`src/l2cache_pkg.sv`:
```
`default_nettype none

package l2cache_pkg;

    localparam int ADDR_W     = 32;
    localparam int WORD_W     = 32;
    localparam int STRB_W     = WORD_W / 8;
    localparam int BYTE_OFF_W = $clog2(STRB_W);
    localparam int OFFSET_W   = 3;
    localparam int WORDS      = 1 << OFFSET_W;
    localparam int INDEX_W    = 2;
    localparam int SETS       = 1 << INDEX_W;
    localparam int TAG_W      = ADDR_W - INDEX_W - OFFSET_W - BYTE_OFF_W;
    localparam int WAYS       = 4;
    localparam int WAY_W      = $clog2(WAYS);
    localparam int LINE_W     = WORDS * WORD_W;
    localparam int L1_LINE_W  = LINE_W / 2;

    // controller states
    localparam logic [2:0] ST_IDLE    = 3'd0;
    localparam logic [2:0] ST_LOOKUP  = 3'd1;
    localparam logic [2:0] ST_WB      = 3'd2;
    localparam logic [2:0] ST_RF_REQ  = 3'd3;
    localparam logic [2:0] ST_RF_WAIT = 3'd4;
    localparam logic [2:0] ST_RESP    = 3'd5;

    // one address, seen whole by the memory port and as fields by the arrays
    typedef union packed {
        logic [ADDR_W-1:0] raw;
        struct packed {
            logic [TAG_W-1:0]      tag;
            logic [INDEX_W-1:0]    index;
            logic [OFFSET_W-1:0]   offset;
            logic [BYTE_OFF_W-1:0] byte_off;
        } f;
    } l2_addr_u;

    typedef enum logic [1:0] {
        SRC_NONE   = 2'd0,
        SRC_IREAD  = 2'd1,
        SRC_DREAD  = 2'd2,
        SRC_DWRITE = 2'd3
    } req_src_e;

endpackage

`default_nettype wire

```
`src/l2cache_array_if.sv`:
```
`default_nettype none

interface l2cache_array_if;
    import l2cache_pkg::*;

    // lookup
    logic [INDEX_W-1:0]  index;
    logic [TAG_W-1:0]    cmp_tag;
    logic [WAYS-1:0]     hit;
    logic [WAYS-1:0]     valid;
    logic                victim_dirty;
    logic [TAG_W-1:0]    victim_tag;
    logic [WAY_W-1:0]    victim;
    logic [LINE_W-1:0]   rd_line;

    // writes
    logic                refill_we;
    logic                word_we;
    logic [WAY_W-1:0]    wr_way;
    logic [OFFSET_W-1:0] offset;
    logic [WORD_W-1:0]   wdata;
    logic [STRB_W-1:0]   wstrb;
    logic [LINE_W-1:0]   refill_line;

    // replacement update
    logic                use_en;
    logic [WAY_W-1:0]    use_way;

    modport ctrl (
        output index, cmp_tag, refill_we, word_we, wr_way, offset, wdata, wstrb,
        output refill_line, use_en, use_way,
        input  hit, victim_dirty, victim_tag, victim, rd_line
    );
    modport tagv (
        input  index, cmp_tag, refill_we, word_we, wr_way, victim,
        output hit, valid, victim_dirty, victim_tag
    );
    modport data (
        input  index, hit, victim, refill_we, word_we, wr_way, offset, wdata, wstrb,
        input  refill_line,
        output rd_line
    );
    modport repl (
        input  index, valid, use_en, use_way,
        output victim
    );

endinterface

`default_nettype wire

```
`src/l2cache_fsm.sv`:
```
`default_nettype none

module l2cache_fsm (
    input  logic                               clk,
    input  logic                               arst_n,
    input  logic                               req_valid,
    input  l2cache_pkg::l2_addr_u              buf_addr,
    input  l2cache_pkg::req_src_e              buf_src,
    input  logic [l2cache_pkg::WORD_W-1:0]     buf_wdata,
    input  logic [l2cache_pkg::STRB_W-1:0]     buf_wstrb,
    input  logic                               mem_addr_ok_r,
    input  logic                               mem_addr_ok_w,
    input  logic                               mem_data_ok,
    input  logic [l2cache_pkg::LINE_W-1:0]     mem_rdata,
    output logic                               accept,
    output logic                               icache_data_ok,
    output logic                               dcache_data_ok,
    output logic [l2cache_pkg::L1_LINE_W-1:0]  l1_rdata,
    output logic                               mem_req_r,
    output logic [l2cache_pkg::ADDR_W-1:0]     mem_addr_r,
    output logic                               mem_req_w,
    output logic [l2cache_pkg::ADDR_W-1:0]     mem_addr_w,
    output logic [l2cache_pkg::LINE_W-1:0]     mem_wdata,
    l2cache_array_if.ctrl                      arr
);
    import l2cache_pkg::*;

    logic [2:0]        state;
    logic [2:0]        state_nxt;
    logic              filled;
    logic [WAY_W-1:0]  vway;
    logic [WAY_W-1:0]  hit_way;
    logic [WAY_W-1:0]  way_sel;
    logic [LINE_W-1:0] refill_q;
    logic [LINE_W-1:0] line;
    logic              any_hit;
    logic              done;
    l2_addr_u          addr_r;
    l2_addr_u          addr_w;

    assign any_hit = |arr.hit;
    assign done    = (state == ST_RESP) && (filled || any_hit);
    assign accept  = (state == ST_IDLE) && req_valid;

    assign icache_data_ok = done && (buf_src == SRC_IREAD);
    assign dcache_data_ok = done && (buf_src == SRC_DREAD || buf_src == SRC_DWRITE);

    always_comb begin
        hit_way = '0;
        for (int w = 0; w < WAYS; w++) begin
            if (arr.hit[w]) begin
                hit_way = WAY_W'(w);
            end
        end
    end

    // after a refill the stored line is the victim way
    assign way_sel = (state == ST_RESP && !filled) ? hit_way : vway;

    assign arr.index       = buf_addr.f.index;
    assign arr.cmp_tag     = buf_addr.f.tag;
    assign arr.offset      = buf_addr.f.offset;
    assign arr.wdata       = buf_wdata;
    assign arr.wstrb       = buf_wstrb;
    assign arr.refill_line = mem_rdata;
    assign arr.refill_we   = (state == ST_RF_WAIT) && mem_data_ok;
    assign arr.word_we     = done && (buf_src == SRC_DWRITE);
    assign arr.wr_way      = way_sel;
    assign arr.use_en      = done;
    assign arr.use_way     = way_sel;

    // line-aligned addresses; write-back goes to the victim's tag
    always_comb begin
        addr_r              = buf_addr;
        addr_r.f.offset     = '0;
        addr_r.f.byte_off   = '0;
        addr_w              = addr_r;
        addr_w.f.tag        = arr.victim_tag;
    end

    assign mem_addr_r = addr_r.raw;
    assign mem_addr_w = addr_w.raw;
    assign mem_wdata  = arr.rd_line;
    assign mem_req_r  = (state == ST_RF_REQ);
    assign mem_req_w  = (state == ST_WB);

    assign line     = filled ? refill_q : arr.rd_line;
    assign l1_rdata = buf_addr.f.offset[OFFSET_W-1] ? line[LINE_W-1 -: L1_LINE_W]
                                                    : line[L1_LINE_W-1:0];

    always_comb begin
        state_nxt = state;
        case (state)
            ST_IDLE:    if (accept) state_nxt = ST_LOOKUP;
            ST_LOOKUP:  state_nxt = ST_RESP;
            ST_RESP: begin
                if (done) begin
                    state_nxt = ST_IDLE;
                end else begin
                    state_nxt = arr.victim_dirty ? ST_WB : ST_RF_REQ;
                end
            end
            ST_WB:      if (mem_addr_ok_w) state_nxt = ST_RF_REQ;
            ST_RF_REQ:  if (mem_addr_ok_r) state_nxt = ST_RF_WAIT;
            ST_RF_WAIT: if (mem_data_ok) state_nxt = ST_RESP;
            default:    state_nxt = ST_IDLE;
        endcase
    end

    always_ff @(posedge clk or negedge arst_n) begin
        if (!arst_n) begin
            state  <= ST_IDLE;
            filled <= 1'b0;
            vway   <= '0;
        end else begin
            state <= state_nxt;
            if (accept) begin
                filled <= 1'b0;
            end else if (arr.refill_we) begin
                filled <= 1'b1;
            end
            // victim fixed at the miss decision
            if (state == ST_RESP && !done) begin
                vway <= arr.victim;
            end
        end
    end

    always_ff @(posedge clk) begin
        if (arr.refill_we) begin
            refill_q <= mem_rdata;
        end
    end

    assert property (@(posedge clk) disable iff (!arst_n)
        !(mem_req_r && mem_req_w));

endmodule

`default_nettype wire

```
`src/flat_wrapper.sv`:
```
// flat-port wrapper written by rule: the top's interface ports become plain ports
module l2cache_fsm_flat import l2cache_pkg::*;
  (clk, arst_n, req_valid, buf_addr, buf_src, buf_wdata, buf_wstrb, mem_addr_ok_r, mem_addr_ok_w, mem_data_ok, mem_rdata, accept, icache_data_ok, dcache_data_ok, l1_rdata, mem_req_r, mem_addr_r, mem_req_w, mem_addr_w, mem_wdata, arr_index, arr_cmp_tag, arr_refill_we, arr_word_we, arr_wr_way, arr_offset, arr_wdata, arr_wstrb, arr_refill_line, arr_use_en, arr_use_way, arr_hit, arr_victim_dirty, arr_victim_tag, arr_victim, arr_rd_line);
  l2cache_array_if arr_i ();
  input  logic clk;
  input  logic arst_n;
  input  logic req_valid;
  input  l2cache_pkg::l2_addr_u buf_addr;
  input  l2cache_pkg::req_src_e buf_src;
  input  logic [l2cache_pkg::WORD_W-1:0] buf_wdata;
  input  logic [l2cache_pkg::STRB_W-1:0] buf_wstrb;
  input  logic mem_addr_ok_r;
  input  logic mem_addr_ok_w;
  input  logic mem_data_ok;
  input  logic [l2cache_pkg::LINE_W-1:0] mem_rdata;
  output logic accept;
  output logic icache_data_ok;
  output logic dcache_data_ok;
  output logic [l2cache_pkg::L1_LINE_W-1:0] l1_rdata;
  output logic mem_req_r;
  output logic [l2cache_pkg::ADDR_W-1:0] mem_addr_r;
  output logic mem_req_w;
  output logic [l2cache_pkg::ADDR_W-1:0] mem_addr_w;
  output logic [l2cache_pkg::LINE_W-1:0] mem_wdata;
  output wire logic [$bits(arr_i.index)-1:0] arr_index;
  output wire logic [$bits(arr_i.cmp_tag)-1:0] arr_cmp_tag;
  output wire logic [$bits(arr_i.refill_we)-1:0] arr_refill_we;
  output wire logic [$bits(arr_i.word_we)-1:0] arr_word_we;
  output wire logic [$bits(arr_i.wr_way)-1:0] arr_wr_way;
  output wire logic [$bits(arr_i.offset)-1:0] arr_offset;
  output wire logic [$bits(arr_i.wdata)-1:0] arr_wdata;
  output wire logic [$bits(arr_i.wstrb)-1:0] arr_wstrb;
  output wire logic [$bits(arr_i.refill_line)-1:0] arr_refill_line;
  output wire logic [$bits(arr_i.use_en)-1:0] arr_use_en;
  output wire logic [$bits(arr_i.use_way)-1:0] arr_use_way;
  input wire logic [$bits(arr_i.hit)-1:0] arr_hit;
  input wire logic [$bits(arr_i.victim_dirty)-1:0] arr_victim_dirty;
  input wire logic [$bits(arr_i.victim_tag)-1:0] arr_victim_tag;
  input wire logic [$bits(arr_i.victim)-1:0] arr_victim;
  input wire logic [$bits(arr_i.rd_line)-1:0] arr_rd_line;
  assign arr_index = arr_i.index;
  assign arr_cmp_tag = arr_i.cmp_tag;
  assign arr_refill_we = arr_i.refill_we;
  assign arr_word_we = arr_i.word_we;
  assign arr_wr_way = arr_i.wr_way;
  assign arr_offset = arr_i.offset;
  assign arr_wdata = arr_i.wdata;
  assign arr_wstrb = arr_i.wstrb;
  assign arr_refill_line = arr_i.refill_line;
  assign arr_use_en = arr_i.use_en;
  assign arr_use_way = arr_i.use_way;
  assign arr_i.hit = arr_hit;
  assign arr_i.victim_dirty = arr_victim_dirty;
  assign arr_i.victim_tag = arr_victim_tag;
  assign arr_i.victim = arr_victim;
  assign arr_i.rd_line = arr_rd_line;
  l2cache_fsm u_core (.clk(clk), .arst_n(arst_n), .req_valid(req_valid), .buf_addr(buf_addr), .buf_src(buf_src), .buf_wdata(buf_wdata), .buf_wstrb(buf_wstrb), .mem_addr_ok_r(mem_addr_ok_r), .mem_addr_ok_w(mem_addr_ok_w), .mem_data_ok(mem_data_ok), .mem_rdata(mem_rdata), .accept(accept), .icache_data_ok(icache_data_ok), .dcache_data_ok(dcache_data_ok), .l1_rdata(l1_rdata), .mem_req_r(mem_req_r), .mem_addr_r(mem_addr_r), .mem_req_w(mem_req_w), .mem_addr_w(mem_addr_w), .mem_wdata(mem_wdata), .arr(arr_i));
endmodule
```
`config.mk`:
```
export PLATFORM = sky130hd
export DESIGN_NAME = l2cache_fsm_flat
export DESIGN_NICKNAME = d
export VERILOG_FILES = /design/src/l2cache_pkg.sv /design/src/l2cache_array_if.sv /design/src/l2cache_fsm.sv /design/src/flat_wrapper.sv
export SDC_FILE = /design/constraint.sdc
export NUM_CORES = 1
export LEC_CHECK = 0
export ABC_AREA = 1
export ABC_CLOCK_PERIOD_IN_PS = 19150
export BUFFER_PORTS_ARGS = -buffer_cell sky130_fd_sc_hd__buf_2
export CORE_AREA = 2 2 547 549
export DETAILED_ROUTE_END_ITERATION = 12
export DIE_AREA = 0 0 549 551
export GPL_TIMING_DRIVEN = 0
export PLACE_DENSITY = 0.34
export SLEW_MARGIN = 40
export SYNTH_ARGS = -nofsm -noshare
export SYNTH_HDL_FRONTEND = slang
export SYNTH_SLANG_ARGS = --single-unit
export TNS_END_PERCENT = 1
```
`constraint.sdc`:
```
create_clock -name clk -period 19.15 [get_ports clk]
set_input_delay 2.8725 -clock clk [delete_from_list [all_inputs] [get_ports clk]]
set_output_delay 2.8725 -clock clk [all_outputs]
set_load 0.1 [all_outputs]
```
==> out/qor.yml, run 1 <==
run_status:
  status: "completed"
sta:
  setup_viol: 0
  min_period_over_period: 0.439
  rsz0062_at_grt: "false"
  hold_slack_ns: 0.491
  worst_slew_pin_slew_ns: 0.989
  hold_viol: 0
  slew_headroom: 0.334
  fmax_mhz: 119
  fin_crit_ns: 8.40
  slew_viol_final: 0
  fin_skew_ns: 0.0243
  finalSetupTns_ns: 0
setup_path:
  cp_data_required_time_ns: 16.28
  r2r_setup_slack_ns: 15.94
  reg2reg_depth: 12
  path_depth: 6
  worstSetupEndpointType: "output port"
  cp-start-kind: "input port"
  crit_arrival_ns: 5.53
  crit_top_cell: "buf_2"
  cp_top_family: "buffers and inverters"
  crit_chain: "buf_2, clkbuf_2, clkbuf_1, o21ai_0, o22ai_1, buf_2"
  worstPathMaxFanout: 10
  reg2reg_to: "u_core.refill_q[69]"
  crit_slowest_cell: "o22ai_1"
  worst-path-buf-inv: 4
  r2r-start: "u_core.state[1]"
  cp-endpoint: "l1_rdata[112]"
  critical_path_class: "input port to output port"
  critPathMaxStageDelay_ns: 0.64
  startpoint: "buf_addr[4]"
cells_and_area:
  layout-drive-gt1-share: 0.670
  register_area_um2: 7840
  final_area_um2: 29900
  nets: 3691
  fillers: 34778
  layout-area-overhead-vs-synth_pct: 80.7
  multiInputGateArea_um2: 3310
  final_cells: 7104
pwr:
  p_sw_frac: 0.606
  cellPowerDensity_nw_per_um2: 135
  clock_power_share: 0.199
  p_seq_frac: 0.185
  intPower_uw: 1590
  finalPower_uw: 4030
  p_comb_frac: 0.616
  p_leak_uw: 0.0130
  ir_worst_vdd_v: 0.000104
  p_sw_uw: 2440
run:
  cap_violations: 0
synth:
  synth_common_cells: "657 x buf_4, 267 x nor2_1, 256 x edfxtp_1"
  syn_avg_cell_area_um2: 9.73
  synth_cell_type_count: 21
  synth.most_common_cell: "buf_4"
  async_reset_ff_frac: 0.0229
  yosys_most_used_dff: "edfxtp_1"
  synth_cells: 1700
  ys_top_cells_by_area: "edfxtp_1 46%, buf_4 30%, nor2_1 6.1%"
  synth_warnings: 0
  syn_area_um2: 16500
  synth_top_cell_by_area: "edfxtp_1"
  synth_seq_area_share: 0.474
  synth_edf_count: 256
  ys_ff_latch: 262
  synth_top_area_frac: 0.465
floorplanning:
  fp.dieH_um: 551
  start_util: 0.0558
  ioPinCount: 1402
  dieArea_um2: 302000
  num_rows: 200
  core_area_um2: 296000
  fp.dieW_um: 549
place:
  hpwl_um: 178000
  gp_congestion: 0.960
  placed_area_um2: 28400
  portBuffers: 1299
  placed_cells: 6964
drt:
  drt-total-wl_um: 199000
  drtIter0Drc: 1205
  wl_per_cell_um: 28.0
  first_pass_iters: 7
  via_per_inst: 2.68
  drc_errors: 0
  postRouteAntennaNets: 0
  vias: 19035
grt:
  antenna_found_initial: 187
  grt_pass1_vias: 18597
  track_usage: 0.125
  grt_max_degree: 20
  grt_pass1_wl_um: 236000
  grt-ovfl-total: 0
clock_tree:
  htree_levels: 2
  cts_max_path_buffers: 3
  cts.clk_slew.worst_paths_ns: 0.05
  cts_tree: "yes"
  cts_sinks: 262
  hold_buffers: 0
  worstSkewPairLatency_ns: 0.65
  cts-root-buf: "clkbuf_16"
  post_cts_buffers: 0
  cts_buffers: 44
  post_cts_resized: 0
worst_hold_path:
  hold_path_class: "flip-flop to flip-flop"
  hp-start: "u_core.vway[1]"
power by group through the flow:
stage	logic (uW)	clock network (uW)	registers [uW]
floorplan	1760	0	782
global placement	2500	0	825
detailed placement	2530	0	758
CTS	2530	854	746
global route	2580	862	751
finish	2490	803	746
how the worst min path moves through the flow:
stage,endpoint,depth (start not counted)
after CTS,u_core.vway[1],2
after global routing,u_core.vway[0],2
after floorplan,u_core.vway[0],2
after detailed placement,u_core.vway[1],2
final,u_core.vway[1],2
after global placement,u_core.vway[1],2
stage by stage:
stage / setup slack [ns] / util
6_report: 10.75 / 0.101
3_5_place_dp: 10.71 / 0.0959
4_1_cts: 10.70 / 0.100
2_1_floorplan: 1.59 / -
3_3_place_gp: -8.71 / 0.0945
5_1_grt: 10.80 / 0.101
cells in the final DEF, fill, tap and decap left out, types with 17 or more instances in the layout:
cell type	Yosys	routed
buf_6	18	18
nor2_1	267	266
inv_1	18	18
o21ai_0	166	166
o22ai_1	129	129
diode_2	0	61
buf_2	13	1310
clkbuf_16	0	44
o21ai_1	91	91
clkbuf_1	32	43
edfxtp_1	256	256
nand2_1	17	17
buf_4	657	659
flip-flops by register name, summed over array words and instances (netlist names):
| signal | cells |
|---|---|
| u_core.filled | 1 |
| u_core.state | 3 |
| u_core.refill_q | 256 |
| u_core.vway | 2 |
logic make-up after synthesis:
kind of cell           count (synthesis)  share of synthesized area
other                                  1                   0.000227
buffers and inverters                748                      0.329
AOI/OAI and AO/OA                    391                      0.128
and+or+nand+nor                      298                     0.0690
DFF                                  262                      0.474
worst reg2reg max path: cells and delay by family, from the launching register on:
kind	cells	cell delay (ns)
simple gates	3	0.73
buf+inv	9	1.81
flops	1	0.36
per-layer routing:
layer,GRT usage,share of wire,routed length [um]
met5,0,0.0058,1150
met1,0.132,0.36,70900
met2,0.194,0.43,86300
met4,0.0401,0.036,7200
met3,0.0907,0.17,33300
cell type report:
cell class,count,share of cell area
repair buffers,1316,0.230
diodes,61,0.00511
plain buffers,729,0.180
flip-flops and latches,262,0.262
clock buffers,58,0.0396
multi-input cells,699,0.111
inverters,19,0.00255
well taps,3939,0.165
clock inverters,21,0.00531
Note: power is estimated with default switching activity, not from simulation.
==> run 2, diff against run 1 <==
--- a/config.mk
+++ b/config.mk
@@ -6,7 +6,7 @@
 export NUM_CORES = 1
 export LEC_CHECK = 0
 export ABC_AREA = 1
-export ABC_CLOCK_PERIOD_IN_PS = 19150
+export ABC_CLOCK_PERIOD_IN_PS = 8100
 export BUFFER_PORTS_ARGS = -buffer_cell sky130_fd_sc_hd__buf_2
 export CORE_AREA = 2 2 547 549
 export DETAILED_ROUTE_END_ITERATION = 12
==> constraint.sdc (replaced) <==
create_clock -name clk -period 8.1 [get_ports clk]
set_input_delay 1.215 -clock clk [delete_from_list [all_inputs] [get_ports clk]]
set_output_delay 1.215 -clock clk [all_outputs]
set_load 0.1 [all_outputs]
==> run 2 against run 1 <==
Compared with the run above:
- power increased by 140%
- cell count increased by 0.17%
- clock-buffer cell count decreased by 6
- sequential share of layout area about the same
- non-clock buffer count increased by 1
- setup slack got worse by 7.6 ns
- core utilization about the same
- clock skew increased by 0.023 ns
- critical path depth unchanged
- highest routed layer unchanged
- critical endpoint is now l1_rdata[15]
- largest cell class unchanged
==> out/qor.yml, run 2 (synthesis gave the netlist of run 1 again) <==
run_status:
  status: "completed"
pwr:
  finalPower_uw: 9520  # +140%
  p_leak_uw: 0.0129  # -0.14%
  cellPowerDensity_nw_per_um2: 318  # +140%
  ir_worst_vdd_v: 0.000163  # +57%
clock_tree:
  cts_max_path_buffers: 3  # unchanged
  cts.clk_slew.worst_paths_ns: 0.05  # about the same
  cts-root-buf: "clkbuf_16"
  post_cts_buffers: 0  # unchanged
  cts_tree: "yes"
  htree_levels: 2  # unchanged
  hold_buffers: 0  # unchanged
  post_cts_resized: 0  # unchanged
  cts_sinks: 262  # unchanged
  worstSkewPairLatency_ns: 0.69  # +0.04 ns
  cts_buffers: 42  # -4.5%
sta:
  slew_headroom: 0.475  # +0.141
  fin_crit_ns: 4.99
  slew_viol_final: 0  # unchanged
  worst_slew_pin_slew_ns: 0.785  # -0.204 ns
  fin_skew_ns: 0.0470  # +0.0227 ns
  hold_viol: 0  # unchanged
  setup_viol: 0  # unchanged
  fmax_mhz: 201
  rsz0062_at_grt: "false"
  min_period_over_period: 0.616
grt:
  antenna_found_initial: 184  # -1.6%
  track_usage: 0.123  # -0.00169
  grt_max_degree: 20  # unchanged
  grt_pass1_vias: 18528  # -0.37%
  grt-ovfl-total: 0  # unchanged
  grt_pass1_wl_um: 232000  # -1.3%
setup_path:
  cp-start-kind: "input port"
  reg2reg_depth: 13  # +1
  crit_chain: "buf_2, buf_4, clkbuf_1, o21ai_0, o22ai_1, buf_2"
  r2r_setup_slack_ns: 4.74  # -11.20 ns
  r2r-start: "u_core.state[1]"
  crit_arrival_ns: 3.77  # -1.76 ns
  cp_top_family: "buffers and inverters"
  reg2reg_to: "u_core.refill_q[182]"
  crit_slowest_cell: "clkbuf_1"
  worstSetupEndpointType: "output port"
  worstPathMaxFanout: 14  # +4
  cp_data_required_time_ns: 6.88  # -9.40 ns
  critPathMaxStageDelay_ns: 0.55  # -0.09 ns
  crit_top_cell: "buf_2"
  worst-path-buf-inv: 4  # unchanged
  critical_path_class: "input port to output port"
drt:
  vias: 18929  # -0.56%
  postRouteAntennaNets: 0  # unchanged
  via_per_inst: 2.66  # -0.72%
  drc_errors: 0  # unchanged
  drtIter0Drc: 1159  # -3.8%
  wl_per_cell_um: 27.5  # -1.6%
  first_pass_iters: 5  # -2
  drt-total-wl_um: 196000  # -1.4%
cells_and_area:
  mostFrequentLayoutCells: "1,310 x buf_2, 659 x buf_4, 266 x nor2_1, 256 x edfxtp_1, 166 x o21ai_0"
  mostFrequentLayoutCell: "buf_2"
  top_regs: "u_core.refill_q: 256 flops, u_core.state: 3 flops, u_core.vway: 2 flops"
  largest-register: "u_core.refill_q"
  final_cells: 7116  # +0.17%
  fillers: 34798  # +0.058%
  layout-drive-gt1-share: 0.670  # about the same
  layout-area-overhead-vs-synth_pct: 80.7  # about the same
  nets: 3690  # -0.027%
  largest_register_ff_count: 256  # unchanged
place:
  hpwl_um: 175000  # -1.9%
  placed_cells: 6965  # +0.014%
  gp_congestion: 0.930  # -3.1%
  portBuffers: 1299  # unchanged
floorplanning:
  ioPinCount: 1402  # unchanged
  num_rows: 200  # unchanged
  fp.dieH_um: 551  # unchanged
  dieArea_um2: 302000  # unchanged
  core_area_um2: 296000  # unchanged
  start_util: 0.0558  # unchanged
  fp.dieW_um: 549  # unchanged
worst_hold_path:
  hold_path_class: "input port to async pin"
run:
  cap_violations: 0  # unchanged
run 2: cell types whose count changed in the layout (fill, tap and decap cells not counted), sizes merged:
cell    change
buf         +1
clkinv      +2
clkbuf      -6
bufinv      +2
diode      +15
inv         -2
run 2: metrics by stage:
step | hold slack (ns) | setup TNS, ns | worst slack, ns | utilization | instance area [um^2]
global placement | 0.468 | -127.36 | -2.04 | 0.0946 | 28000
detailed placement | 0.464 | 0 | 2.93 | 0.0958 | 28400
CTS | 0.284 | 0 | 2.64 | 0.100 | 29700
floorplan | 0.443 | 0 | 1.52 | - | 16600
global route | 0.336 | 0 | 2.79 | 0.101 | 29800
finish | 0.389 | 0 | 3.11 | 0.101 | 29900
run 2: worst max path at each step:
stage	from	to	slack (ns)	cells after the start
5_1_grt	u_core.filled	l1_rdata[66]	2.79	5
3_3_place_gp	mem_data_ok	arr_refill_we	-2.04	4
2_1_floorplan	mem_data_ok	arr_refill_we	1.52	2
6_report	buf_addr[4]	l1_rdata[15]	3.11	6
4_1_cts	u_core.filled	l1_rdata[66]	2.64	5
3_5_place_dp	buf_addr[4]	l1_rdata[15]	2.93	6
run 2: cell type report:
cell class | instances | area (um^2) | share of cell area
Clock buffer | 52 | 1110 | 0.0371
Antenna cell | 76 | 190 | 0.00636
Multi-Input combinational cell | 699 | 3310 | 0.111
Clock inverter | 23 | 208 | 0.00695
Inverter | 19 | 76.3 | 0.00255
Tap cell | 3939 | 4930 | 0.165
Timing Repair Buffer | 1317 | 6860 | 0.229
Sequential cell | 262 | 7840 | 0.262
Buffer | 729 | 5370 | 0.180
run 2: power by group:
group          internal (uW)  switching [uW]
combinational           1000            4860
sequential              1690            68.1
clock                   1060             827
run 2: metal layers:
metal | vias to the layer above | routed length [um] | part of all wire | track usage
li1 | 8072 | - | - | -
met1 | 8902 | 66600 | 0.34 | 0.123
met2 | 1374 | 85300 | 0.43 | 0.192
met3 | 409 | 36100 | 0.18 | 0.101
met4 | 172 | 6570 | 0.034 | 0.0375
met5 | - | 1450 | 0.0074 | 0.0128
==> run 3, diff against run 2 <==
--- a/config.mk
+++ b/config.mk
@@ -5,12 +5,12 @@
 export SDC_FILE = /design/constraint.sdc
 export NUM_CORES = 1
 export LEC_CHECK = 0
-export ABC_AREA = 1
-export ABC_CLOCK_PERIOD_IN_PS = 8100
+export ABC_AREA = 0
+export ABC_CLOCK_PERIOD_IN_PS = 4000
 export BUFFER_PORTS_ARGS = -buffer_cell sky130_fd_sc_hd__buf_2
-export CORE_AREA = 2 2 547 549
+export CORE_AREA = 2 2 554 556
 export DETAILED_ROUTE_END_ITERATION = 12
-export DIE_AREA = 0 0 549 551
+export DIE_AREA = 0 0 556 558
 export GPL_TIMING_DRIVEN = 0
 export PLACE_DENSITY = 0.34
 export SLEW_MARGIN = 40
==> constraint.sdc (replaced) <==
create_clock -name clk -period 4 [get_ports clk]
set_input_delay 0.6 -clock clk [delete_from_list [all_inputs] [get_ports clk]]
set_output_delay 0.6 -clock clk [all_outputs]
set_load 0.1 [all_outputs]
==> run 3 against run 2 <==
Compared with the run above:
- global-route usage is 2.2 points lower
- via count fell by 21%
- non-clock buffer count fell by 61
- cell count shrank 8.1%
- power grew 94%
- clock-buffer cell count grew 1
- setup slack worse by 2.7 ns
- combinational power is 87% higher
- register-to-register slack worse by 3.6 ns
- synthesized area shrank 3.3%
- highest routed layer unchanged
==> out/qor.yml, run 3 <==
cells_and_area:
  mostFrequentLayoutCells: "1,307 x buf_2, 656 x buf_4, 256 x edfxtp_1, 128 x mux4_2, 43 x clkbuf_16"
  largest-register: "u_core.refill_q"
  nets: 3087  # -16%
  layout-area-overhead-vs-synth_pct: 82.8
  mostFrequentLayoutCell: "buf_2"
  layout-drive-gt1-share: 0.870  # +0.200
  fillers: 35386  # +1.7%
  largest_register_ff_count: 256  # unchanged
  top_regs: "u_core.refill_q: 256 flops, u_core.state: 3 flops, u_core.vway: 2 flops"
sta:
  worst_slew_pin_slew_ns: 0.806  # +0.0210 ns
  fin_crit_ns: 3.62
  hold_viol: 0  # unchanged
  slew_viol_final: 0  # unchanged
  setup_viol: 0  # unchanged
  rsz0062_at_grt: "false"
  fmax_mhz: 276
  fin_skew_ns: 0.0522  # +0.00516 ns
  setup_ws_ns: 0.381  # -2.73 ns
  slew_headroom: 0.466  # -0.00840
  min_period_over_period: 0.905
pwr:
  cellPowerDensity_nw_per_um2: 633  # +99%
  ir_worst_vdd_v: 0.000443  # +170%
  p_leak_uw: 0.0125  # -3.7%
  finalPower_uw: 18500  # +94%
setup_path:
  reg2reg_depth: 7  # -6
  worstPathMaxFanout: 38  # +24
  cp_data_required_time_ns: 3.40  # -3.48 ns
  r2r-start: "u_core.state[0]"
  crit_chain: "clkbuf_1, nor2_1, and3_4, buf_12, buf_12, buf_2"
  critPathMaxStageDelay_ns: 0.48  # -0.07 ns
  crit_arrival_ns: 3.02  # -0.75 ns
  crit_top_cell: "buf_12"
  r2r_setup_slack_ns: 1.13  # -3.61 ns
  worstSetupEndpointType: "output port"
  cp-start-kind: "flip-flop"
  crit_slowest_cell: "buf_2"
  critical_path_class: "flip-flop to output port"
  reg2reg_to: "u_core.refill_q[185]"
clock_tree:
  htree_levels: 2  # unchanged
  cts-root-buf: "clkbuf_16"
  cts_tree: "yes"
  cts.clk_slew.worst_paths_ns: 0.06  # about the same
  cts_buffers: 41  # -2.4%
  cts_sinks: 262  # unchanged
  cts_max_path_buffers: 3  # unchanged
  post_cts_buffers: 0  # unchanged
  worstSkewPairLatency_ns: 0.67  # -0.02 ns
place:
  hpwl_um: 150000  # -14%
  dp_slack_ns: 0.483  # -2.45 ns
  gp_congestion: 0.919  # -1.1%
  portBuffers: 1298  # -0.077%
drt:
  via_per_inst: 2.29  # -14%
  topRoutingLayerUsed: "met5"
  vias: 14989  # -21%
  postRouteAntennaNets: 0  # unchanged
  first_pass_iters: 5  # unchanged
  wl_met2_um: 77600  # -9.0%
  drc_errors: 0  # unchanged
  drtIter0Drc: 789  # -32%
  wl_per_cell_um: 25.2  # -8.5%
  wl_met1_um: 54300  # -19%
  drt-total-wl_um: 165000  # -16%
  wl_met3_um: 25600  # -29%
grt:
  grt_pass1_wl_um: 193000  # -17%
  grt-ovfl-total: 0  # unchanged
  grt_max_degree: 39  # +95%
  track_usage: 0.101  # -0.0223
  antenna_found_initial: 137  # -26%
  grt_pass1_vias: 14878  # -20%
synth:
  ys_top_cells_by_area: "edfxtp_1 48%, buf_4 31%, mux4_2 18%"
  yosys_most_used_dff: "edfxtp_1"
  synth_warnings: 0  # unchanged
  synth_top_family_by_area: "buffers and inverters"
  syn_area_um2: 16000  # -3.3%
  async_reset_ff_frac: 0.0229  # unchanged
  synth_edf_count: 256  # unchanged
  synthXorXnorAreaFrac: 0  # unchanged
  synth_compound_area_frac: 0.00579  # -0.122
  synth_mux_area_frac: 0.182  # +0.182
  synth.most_common_cell: "buf_4"
  synth_simple_gate_area_frac: 0.00868  # -0.0603
  synth_seq_area_share: 0.490  # +0.0161
  yosys.area_share.adder: 0  # unchanged
  syn_avg_cell_area_um2: 14.5  # +49%
  synth_common_cells: "651 x buf_4, 256 x edfxtp_1, 128 x mux4_2"
  synth_cell_type_count: 33  # +57%
  synth_top_area_frac: 0.480  # +0.0158
  ys_ff_latch: 262  # unchanged
  synth_top_cell_by_area: "edfxtp_1"
  synth_cells: 1106  # -35%
floorplanning:
  fp.dieW_um: 556  # +1.3%
  dieArea_um2: 310000  # +2.6%
  ioPinCount: 1402  # unchanged
  num_rows: 203  # +1.5%
  start_util: 0.0525  # -0.00330
  fp.dieH_um: 558  # +1.3%
  core_area_um2: 305000  # +2.8%
worst_hold_path:
  hp-start: "mem_rdata[240]"
  whs_endpoint: "u_core.refill_q[240]"
  holdPathStages: 1
  hold_path_class: "input port to flip-flop"
run_status:
  status: "completed"
run:
  cap_violations: 0  # unchanged
## run 3: cells by family (layout without fill, tap and decap cells)
kind of cell,count (synthesis),after routing
muxes,131,131
AOI/OAI and AO/OA,13,13
buffers and inverters,679,2058
DFF,262,262
and+or+nand+nor,20,20
other,1,59
## run 3: worst max-delay path by stage
| stage | from | end | cells after the start |
|---|---|---|---|
| CTS | u_core.filled | l1_rdata[68] | 5 |
| global placement | u_core.state[0] | arr_refill_we | 4 |
| detailed placement | u_core.filled | l1_rdata[79] | 5 |
| floorplan | u_core.state[0] | accept | 2 |
| finish | u_core.state[0] | arr_refill_we | 6 |
| global route | u_core.filled | l1_rdata[87] | 5 |
## run 3: where the power goes
| group | total (uW) | leakage [uW] | internal (uW) | switching (uW) |
|---|---|---|---|---|
| Combinational | 11000 | 0.00940 | 2220 | 8740 |
| Clock | 3870 | 0.000650 | 2270 | 1600 |
| Sequential | 3670 | 0.00242 | 3540 | 135 |
| Total | 18500 | 0.0125 | 8030 | 10500 |
## run 3: timing repair
item	in CTS	in global routing
gates resized for setup	4	0
hold buffers	2	0
endpoints found under the setup margin	74	0
endpoints found under the hold margin	7	0
## run 3: worst max-delay path: cells and delay by family, from the launching register on
family | cells | cell delay, ns
buffers and inverters | 4 | 1.24
DFF | 1 | 0.39
and+or+nand+nor | 2 | 0.67
## run 3: routing by layer
metal  track usage  vias up
met5             0        -
met2         0.169     1263
li1              -     6149
met3        0.0677      353
met4        0.0368      108
met1        0.0993     7116
## run 3: layout make-up
cell class | count | area, um^2 | area share
Tap cell | 3997 | 5000 | 0.171
Timing Repair Buffer | 1309 | 6710 | 0.230
Buffer | 676 | 5030 | 0.172
Clock inverter | 17 | 224 | 0.00766
Antenna cell | 49 | 123 | 0.00419
Clock buffer | 53 | 1110 | 0.0381
Sequential cell | 262 | 7840 | 0.268
Multi-Input combinational cell | 174 | 3190 | 0.109
Inverter | 3 | 11.3 | 0.000385
## run 3: metrics by stage
step | area, um^2 | hold slack (ns) | instances | util | TNS (ns)
5_1_grt | 29200 | 0.0513 | 6520 | 0.0959 | 0
6_report | 29200 | 0.117 | 6540 | 0.0960 | 0
2_1_floorplan | 16000 | 0.304 | 1115 | - | -0.512
4_1_cts | 29100 | 0.00536 | 6491 | 0.0956 | 0
3_5_place_dp | 27700 | 0.450 | 6419 | 0.0911 | 0
3_3_place_gp | 27500 | 0.451 | 6410 | 0.0904 | -183.32
